$ cat config.mk
export PLATFORM = sky130hd
export DESIGN_NAME = fetch_top
export DESIGN_NICKNAME = d
export VERILOG_FILES = /design/src/verilog/fetch_const_pkg.sv /design/src/verilog/fetch_types_pkg.sv /design/src/verilog/trap_csr.sv /design/src/verilog/branch_predecode.sv /design/src/verilog/fetch_stage.sv /design/src/verilog/fetch_top.sv
export SDC_FILE = /design/constraint.sdc
export NUM_CORES = 1
export LEC_CHECK = 0
export BUFFER_PORTS_ARGS = -buffer_cell sky130_fd_sc_hd__clkbuf_2
export CORE_UTILIZATION = 30
export CTS_CLUSTER_SIZE = 20
export DETAILED_ROUTE_END_ITERATION = 6
export GPL_TIMING_DRIVEN = 0
export PLACE_DENSITY = 0.53
export SLEW_MARGIN = 5
export SYNTH_ARGS = -nofsm -noshare
export SYNTH_HDL_FRONTEND = slang
export SYNTH_SLANG_ARGS = --single-unit
$ cat constraint.sdc
create_clock -name clock -period 10.8 [get_ports clock]
set_clock_uncertainty 0.15 [all_clocks]
set_input_delay 2.16 -clock clock [delete_from_list [all_inputs] [get_ports clock]]
set_output_delay 2.16 -clock clock [all_outputs]
set_load 0.005 [all_outputs]
$ cat src/verilog/fetch_const_pkg.sv
package fetch_const_pkg;

  // data and address width of the core
  localparam int xlen = 32;

  // first fetch address after reset
  localparam logic [xlen-1:0] reset_pc = 32'h0000_0000;

  // trap vector until software writes mtvec
  localparam logic [xlen-1:0] mtvec_reset = 32'h0000_0100;

  // major opcodes seen by the predecoder
  localparam logic [6:0] opcode_jal = 7'h6F;
  localparam logic [6:0] opcode_branch = 7'h63;

  // machine mode csr numbers held by the trap block
  localparam logic [11:0] csr_mtvec = 12'h305;
  localparam logic [11:0] csr_mepc = 12'h341;

endpackage

$ cat src/verilog/fetch_types_pkg.sv
package fetch_types_pkg;

  typedef logic [fetch_const_pkg::xlen-1:0] addr_t;

  // conditional branch, B-type layout
  typedef struct packed {
    logic       imm12;
    logic [5:0] imm10_5;
    logic [4:0] rs2;
    logic [4:0] rs1;
    logic [2:0] funct3;
    logic [3:0] imm4_1;
    logic       imm11;
    logic [6:0] opcode;
  } b_fmt_t;

  // jump and link, J-type layout
  typedef struct packed {
    logic       imm20;
    logic [9:0] imm10_1;
    logic       imm11;
    logic [7:0] imm19_12;
    logic [4:0] rd;
    logic [6:0] opcode;
  } j_fmt_t;

  // one fetched word, read both as a branch and as a jal
  typedef union packed {
    logic [31:0] raw;
    b_fmt_t      b;
    j_fmt_t      j;
  } instr_u;

endpackage

$ cat src/verilog/trap_csr.sv
`timescale 1ns/10ps

module trap_csr (
  input  logic                   clock,
  input  logic                   reset,
  input  logic                   csr_write,
  input  logic [11:0]            csr_addr,
  input  fetch_types_pkg::addr_t csr_wdata,
  input  logic                   trap,
  input  fetch_types_pkg::addr_t trap_pc,
  input  logic                   mret,
  output logic                   redirect_valid,
  output fetch_types_pkg::addr_t redirect_pc,
  output fetch_types_pkg::addr_t mtvec,
  output fetch_types_pkg::addr_t mepc
);
  import fetch_const_pkg::*;

  logic mtvec_sel;
  logic mepc_sel;

  // csr number decode for the write port
  assign mtvec_sel = csr_write && (csr_addr == csr_mtvec);
  assign mepc_sel = csr_write && (csr_addr == csr_mepc);

  always_ff @(posedge clock) begin
    if (!reset) begin
      mtvec <= mtvec_reset;
    end else if (mtvec_sel) begin
      mtvec <= csr_wdata;
    end
  end

  // the trapping pc is saved even when software writes mepc in the same cycle
  always_ff @(posedge clock) begin
    if (!reset) begin
      mepc <= reset_pc;
    end else if (trap) begin
      mepc <= trap_pc;
    end else if (mepc_sel) begin
      mepc <= csr_wdata;
    end
  end

  // trap goes to the vector, mret returns to the saved pc
  assign redirect_valid = trap | mret;
  assign redirect_pc = trap ? mtvec : mepc;

endmodule

$ cat src/verilog/branch_predecode.sv
`timescale 1ns/10ps

module branch_predecode (
  input  logic                    clock,
  input  logic                    reset,
  input  fetch_types_pkg::addr_t  fetch_pc,
  input  fetch_types_pkg::instr_u instr,
  input  logic                    clear,
  input  logic                    redirected,
  output logic                    pred_taken,
  output fetch_types_pkg::addr_t  pred_target
);
  import fetch_const_pkg::*;
  import fetch_types_pkg::*;

  logic  after_redirect;
  logic  is_jal;
  logic  is_branch;
  logic  backward;
  addr_t j_imm;
  addr_t b_imm;

  // high in the first cycle at a redirect target
  always_ff @(posedge clock) begin
    if (!reset) begin
      after_redirect <= 1'b0;
    end else begin
      after_redirect <= redirected;
    end
  end

  assign is_jal = (instr.j.opcode == opcode_jal);
  assign is_branch = (instr.b.opcode == opcode_branch);

  // offset sign bit sits at bit 31 in both formats
  assign backward = instr.b.imm12;

  // J immediate, 21 bits with an implied zero
  assign j_imm = {
    {(xlen-20){instr.j.imm20}},
    instr.j.imm19_12,
    instr.j.imm11,
    instr.j.imm10_1,
    1'b0
  };

  // B immediate, 13 bits with an implied zero
  assign b_imm = {
    {(xlen-12){instr.b.imm12}},
    instr.b.imm11,
    instr.b.imm10_5,
    instr.b.imm4_1,
    1'b0
  };

  // static rule: jal always, conditional branches only when backward
  assign pred_taken = !after_redirect && !clear && (is_jal || (is_branch && backward));

  assign pred_target = fetch_pc + (is_jal ? j_imm : b_imm);

endmodule

$ cat src/verilog/fetch_stage.sv
`timescale 1ns/10ps

module fetch_stage (
  input  logic                   clock,
  input  logic                   reset,
  input  logic                   stall,
  input  logic                   clear,
  input  logic                   redirect_valid,
  input  fetch_types_pkg::addr_t redirect_pc,
  input  logic                   pred_taken,
  input  fetch_types_pkg::addr_t pred_target,
  input  logic                   exec_jump,
  input  fetch_types_pkg::addr_t exec_target,
  input  logic                   fence,
  input  fetch_types_pkg::addr_t fence_npc,
  output logic                   imem_valid,
  output fetch_types_pkg::addr_t imem_addr,
  output logic                   imem_fence,
  output logic                   imem_spec,
  output fetch_types_pkg::addr_t fetch_pc,
  output logic                   redirected
);
  import fetch_const_pkg::*;
  import fetch_types_pkg::*;

  logic  running;
  addr_t next_pc;
  logic  next_fence;
  logic  next_spec;

  // next pc select, highest priority first
  always_comb begin
    next_pc = fetch_pc;
    next_fence = 1'b0;
    next_spec = 1'b0;
    if (!running) begin
      // keep requesting the reset address until reset is released
      next_pc = fetch_pc;
    end else if (redirect_valid) begin
      next_pc = redirect_pc;
      next_spec = 1'b1;
    end else if (pred_taken) begin
      next_pc = pred_target;
      next_spec = 1'b1;
    end else if (exec_jump) begin
      next_pc = exec_target;
      next_spec = 1'b1;
    end else if (fence) begin
      next_pc = fence_npc;
      next_fence = 1'b1;
      next_spec = 1'b1;
    end else if (!stall) begin
      next_pc = fetch_pc + xlen'(4);
    end
  end

  // pc of the word that memory returns in this cycle
  always_ff @(posedge clock) begin
    if (!reset) begin
      running <= 1'b0;
      fetch_pc <= reset_pc;
    end else begin
      running <= 1'b1;
      fetch_pc <= next_pc;
    end
  end

  assign imem_valid = ~clear;
  assign imem_addr = next_pc;
  assign imem_fence = next_fence;
  assign imem_spec = next_spec;

  // every non-sequential choice is speculative
  assign redirected = next_spec;

endmodule

$ cat src/verilog/fetch_top.sv
`timescale 1ns/10ps

module fetch_top (
  input  logic                    clock,
  input  logic                    reset,
  input  logic                    stall,
  input  logic                    clear,
  input  logic                    exec_jump,
  input  fetch_types_pkg::addr_t  exec_target,
  input  logic                    fence,
  input  fetch_types_pkg::addr_t  fence_npc,
  input  logic                    trap,
  input  fetch_types_pkg::addr_t  trap_pc,
  input  logic                    mret,
  input  logic                    csr_write,
  input  logic [11:0]             csr_addr,
  input  fetch_types_pkg::addr_t  csr_wdata,
  input  fetch_types_pkg::instr_u imem_rdata,
  output logic                    imem_valid,
  output fetch_types_pkg::addr_t  imem_addr,
  output logic                    imem_fence,
  output logic                    imem_spec,
  output fetch_types_pkg::addr_t  fetch_pc,
  output fetch_types_pkg::addr_t  mtvec,
  output fetch_types_pkg::addr_t  mepc
);
  import fetch_types_pkg::*;

  logic  redirect_valid;
  addr_t redirect_pc;
  logic  pred_taken;
  addr_t pred_target;
  logic  redirected;

  trap_csr trap_csr_i (
    .clock          (clock),
    .reset          (reset),
    .csr_write      (csr_write),
    .csr_addr       (csr_addr),
    .csr_wdata      (csr_wdata),
    .trap           (trap),
    .trap_pc        (trap_pc),
    .mret           (mret),
    .redirect_valid (redirect_valid),
    .redirect_pc    (redirect_pc),
    .mtvec          (mtvec),
    .mepc           (mepc)
  );

  // predicts on the word returned for the registered pc
  branch_predecode branch_predecode_i (
    .clock       (clock),
    .reset       (reset),
    .fetch_pc    (fetch_pc),
    .instr       (imem_rdata),
    .clear       (clear),
    .redirected  (redirected),
    .pred_taken  (pred_taken),
    .pred_target (pred_target)
  );

  fetch_stage fetch_stage_i (
    .clock          (clock),
    .reset          (reset),
    .stall          (stall),
    .clear          (clear),
    .redirect_valid (redirect_valid),
    .redirect_pc    (redirect_pc),
    .pred_taken     (pred_taken),
    .pred_target    (pred_target),
    .exec_jump      (exec_jump),
    .exec_target    (exec_target),
    .fence          (fence),
    .fence_npc      (fence_npc),
    .imem_valid     (imem_valid),
    .imem_addr      (imem_addr),
    .imem_fence     (imem_fence),
    .imem_spec      (imem_spec),
    .fetch_pc       (fetch_pc),
    .redirected     (redirected)
  );

endmodule

==> metrics.txt <==
largest net degree at the start of global routing=20; final hold slack=324 ps; final non-filler cell total=1,733; first-pass GRT wire length=54,900 um; # IOs=312; actual slew at the worst max-slew pin=1170 ps; critical path arrival=6750 ps; CTS Root Cell=clkbuf_16; Crit path buffers/inverters=4; crit path cell chain=clkbuf_2 -> and4b_1 -> and3_1 -> clkbuf_1 -> clkbuf_1 -> mux2_2 -> ha_1 -> fa_1 -> a211oi_1 -> o21bai_1 -> a31oi_4 -> a311oi_2 -> and3_4 -> or3_4 -> nand3_1 -> clkbuf_2; cts repair resizes=0; Final Cycle Share=0.838; drt first-iter violations=651; Ys Warns=0; sequential fraction of the synthesis area=0.253; die height=163 um; Tmin final=9060 ps; vias in the first global route=8,858; max-slew violation count=0; wire per inst=22.0 um; initial antenna violation count=0; GPL Wtd Cong=0.929; area growth from synthesis to layout=29.2%; setup violators final=0; Initial Util=0.307; vias=9,361; diodes inserted=0; FP Rows=58; Routed WL=38,100 um; total track usage=0.281; Post-CTS Setup Repair Bufs=0; unrepaired setup endpoints after global routing=false; hold crit path type=reg2reg; Detail Placement HPWL=30,800 um; CP peak stage delay=500 ps; FMAX=110 MHz; worst-case clock buffer depth=2; Slew headroom=0.219; core area=25,300 um2; Worst-path clk slew=80 ps; Inst Count DP=1,717; ys flop type=dfxtp_1; die footprint=26,500 um2; # hold bufs at CTS=0; Max-Cap Viols=0; grt total ovfl=0; ranking of synthesized cells by area=dfxtp_1 (25%), a21oi_1 (9.0%), nand2_1 (7.7%); status=completed; Leakage Power=4.75 nW; fill count=2,777; die width=163 um; Post-synth top cells=nand2_1 (160), a21oi_1 (139), nor2_1 (139); DR pass1 iterations=5; CTS H-tree lvls=3; Critical Path Start Type=input pin; CTS tree=built; clock sink count=98; clk_lat worst skew=360 ps; Placed Area=9710 um2; DRC violations left=0; Post-Syn Area per Cell=7.19 um2; setup slack after layout=1740 ps; critical path data required time=8490 ps; Pwr Total=1.03 mW; slowest cell on the critical path=clkbuf_1; Finished Cell Area=10,000 um2; post-synth top area share=0.253; mapped cell area=7760 um2; Hold Vio Cnt, Final=0; Post-synth EDFFs=0; Syn Nets=1,296; setup TNS=0 ps; antenna-violating nets left=0; nets@finish=1,614; number of synthesized register bits=98; layout cells sized above 1=0.252; DP Worst Slack=1770 ps; crit-path leading delay family=simple AND/OR/NAND/NOR gates; post-layout util=0.397; CP Capture Type=output port; CTS buffer count=9; largest area contributor in the netlist=dfxtp_1; Vias per Instance=5.40; most numerous cell in the Yosys netlist=nand2_1; Max VDD drop=0.0939 mV; FFs w/ async S/R, synth=0; PortBufs=307; Crit Path Class=in2out; post-synth cell types=73; critical-path maximum fanout=10; pwr dens=102 nW/um2; Synth Instances=1,080
-- where the power goes --
| part | switching [mW] | internal, mW |
|---|---|---|
| Combinational | 0.156 | 0.107 |
| Clock | 0.180 | 0.187 |
| Sequential | 0.0210 | 0.374 |
-- routing by layer --
| metal | share of wire | routed length, um | track usage |
|---|---|---|---|
| met4 | 0.025 | 935 | 0.0867 |
| met1 | 0.43 | 16500 | 0.365 |
| met5 | 0 | 0 | 0 |
| met3 | 0.069 | 2640 | 0.0453 |
| met2 | 0.47 | 18000 | 0.473 |
-- logic make-up after synthesis --
family | Yosys count | share of synthesized area
AND/OR/NAND/NOR | 432 | 0.257
AO/OA/AOI/OAI | 323 | 0.261
flip-flops | 98 | 0.253
buffers and inverters | 88 | 0.0435
multiplexers | 61 | 0.0795
XOR/XNOR | 43 | 0.0485
adder cells (fa/ha/maj) | 35 | 0.0574
-- path summary, 6_finish.rpt --
kind,startpoint,slack (ps),depth (start not counted),to
hold / removal,trap_csr_i.mtvec[5],320,2,trap_csr_i.mtvec[5]
setup / recovery,imem_rdata[4],1740,16,imem_addr[31]
hold reg to reg,trap_csr_i.mtvec[5],320,2,trap_csr_i.mtvec[5]
setup reg to reg,fetch_stage_i.running,7250,7,fetch_stage_i.fetch_pc[10]
-- cell usage in the layout (no fill, tap or decap), types with 5 or more instances in the layout --
cell type    n
clkbuf_2   307
nand2_1    160
nor2_1     139
a21oi_1    139
dfxtp_1     98
o21ai_0     57
mux2i_1     56
clkbuf_1    48
ha_1        34
and2_1      30
xnor2_1     23
a21o_1      21
xor2_1      20
nand3_1     17
nor3_1      16
buf_1       16
and3_1      15
inv_1       15
o211ai_1    12
a31oi_1     12
nand4_1     12
a211oi_1    10
a221oi_1     9
clkbuf_16    9
nand2b_1     7
buf_2        6
o22ai_1      6
nand3b_1     5
o21a_1       5
o31ai_1      5
mux2_2       5
o21bai_1     5
a221o_1      5
-- flip-flops by register name, summed over array words and instances, names as in the netlist --
| signal | cells |
|---|---|
| fetch_stage_i.running | 1 |
| branch_predecode_i.after_redirect | 1 |
| trap_csr_i.mtvec | 32 |
| trap_csr_i.mepc | 32 |
| fetch_stage_i.fetch_pc | 32 |
-- worst reg2reg max path: cells and delay by family, from the launching register on --
kind | cells | cell delay (ps)
AND/OR/NAND/NOR | 3 | 1360
buffers and inverters | 3 | 1190
AO/OA/AOI/OAI | 1 | 480
flip-flops | 1 | 310
-- cell type report --
| type | instances | area [um2] | share of cell area |
|---|---|---|---|
| multi-input combinational | 894 | 5460 | 0.545 |
| clock buffer | 9 | 225 | 0.0225 |
| tap | 330 | 413 | 0.0412 |
| timing repair buffer | 307 | 1540 | 0.153 |
| clock inverter | 7 | 92.6 | 0.00923 |
| inverter | 18 | 67.6 | 0.00674 |
| buffer | 70 | 270 | 0.0269 |
| sequential | 98 | 1960 | 0.196 |
No activity file was read; power rests on OpenSTA's default activity.
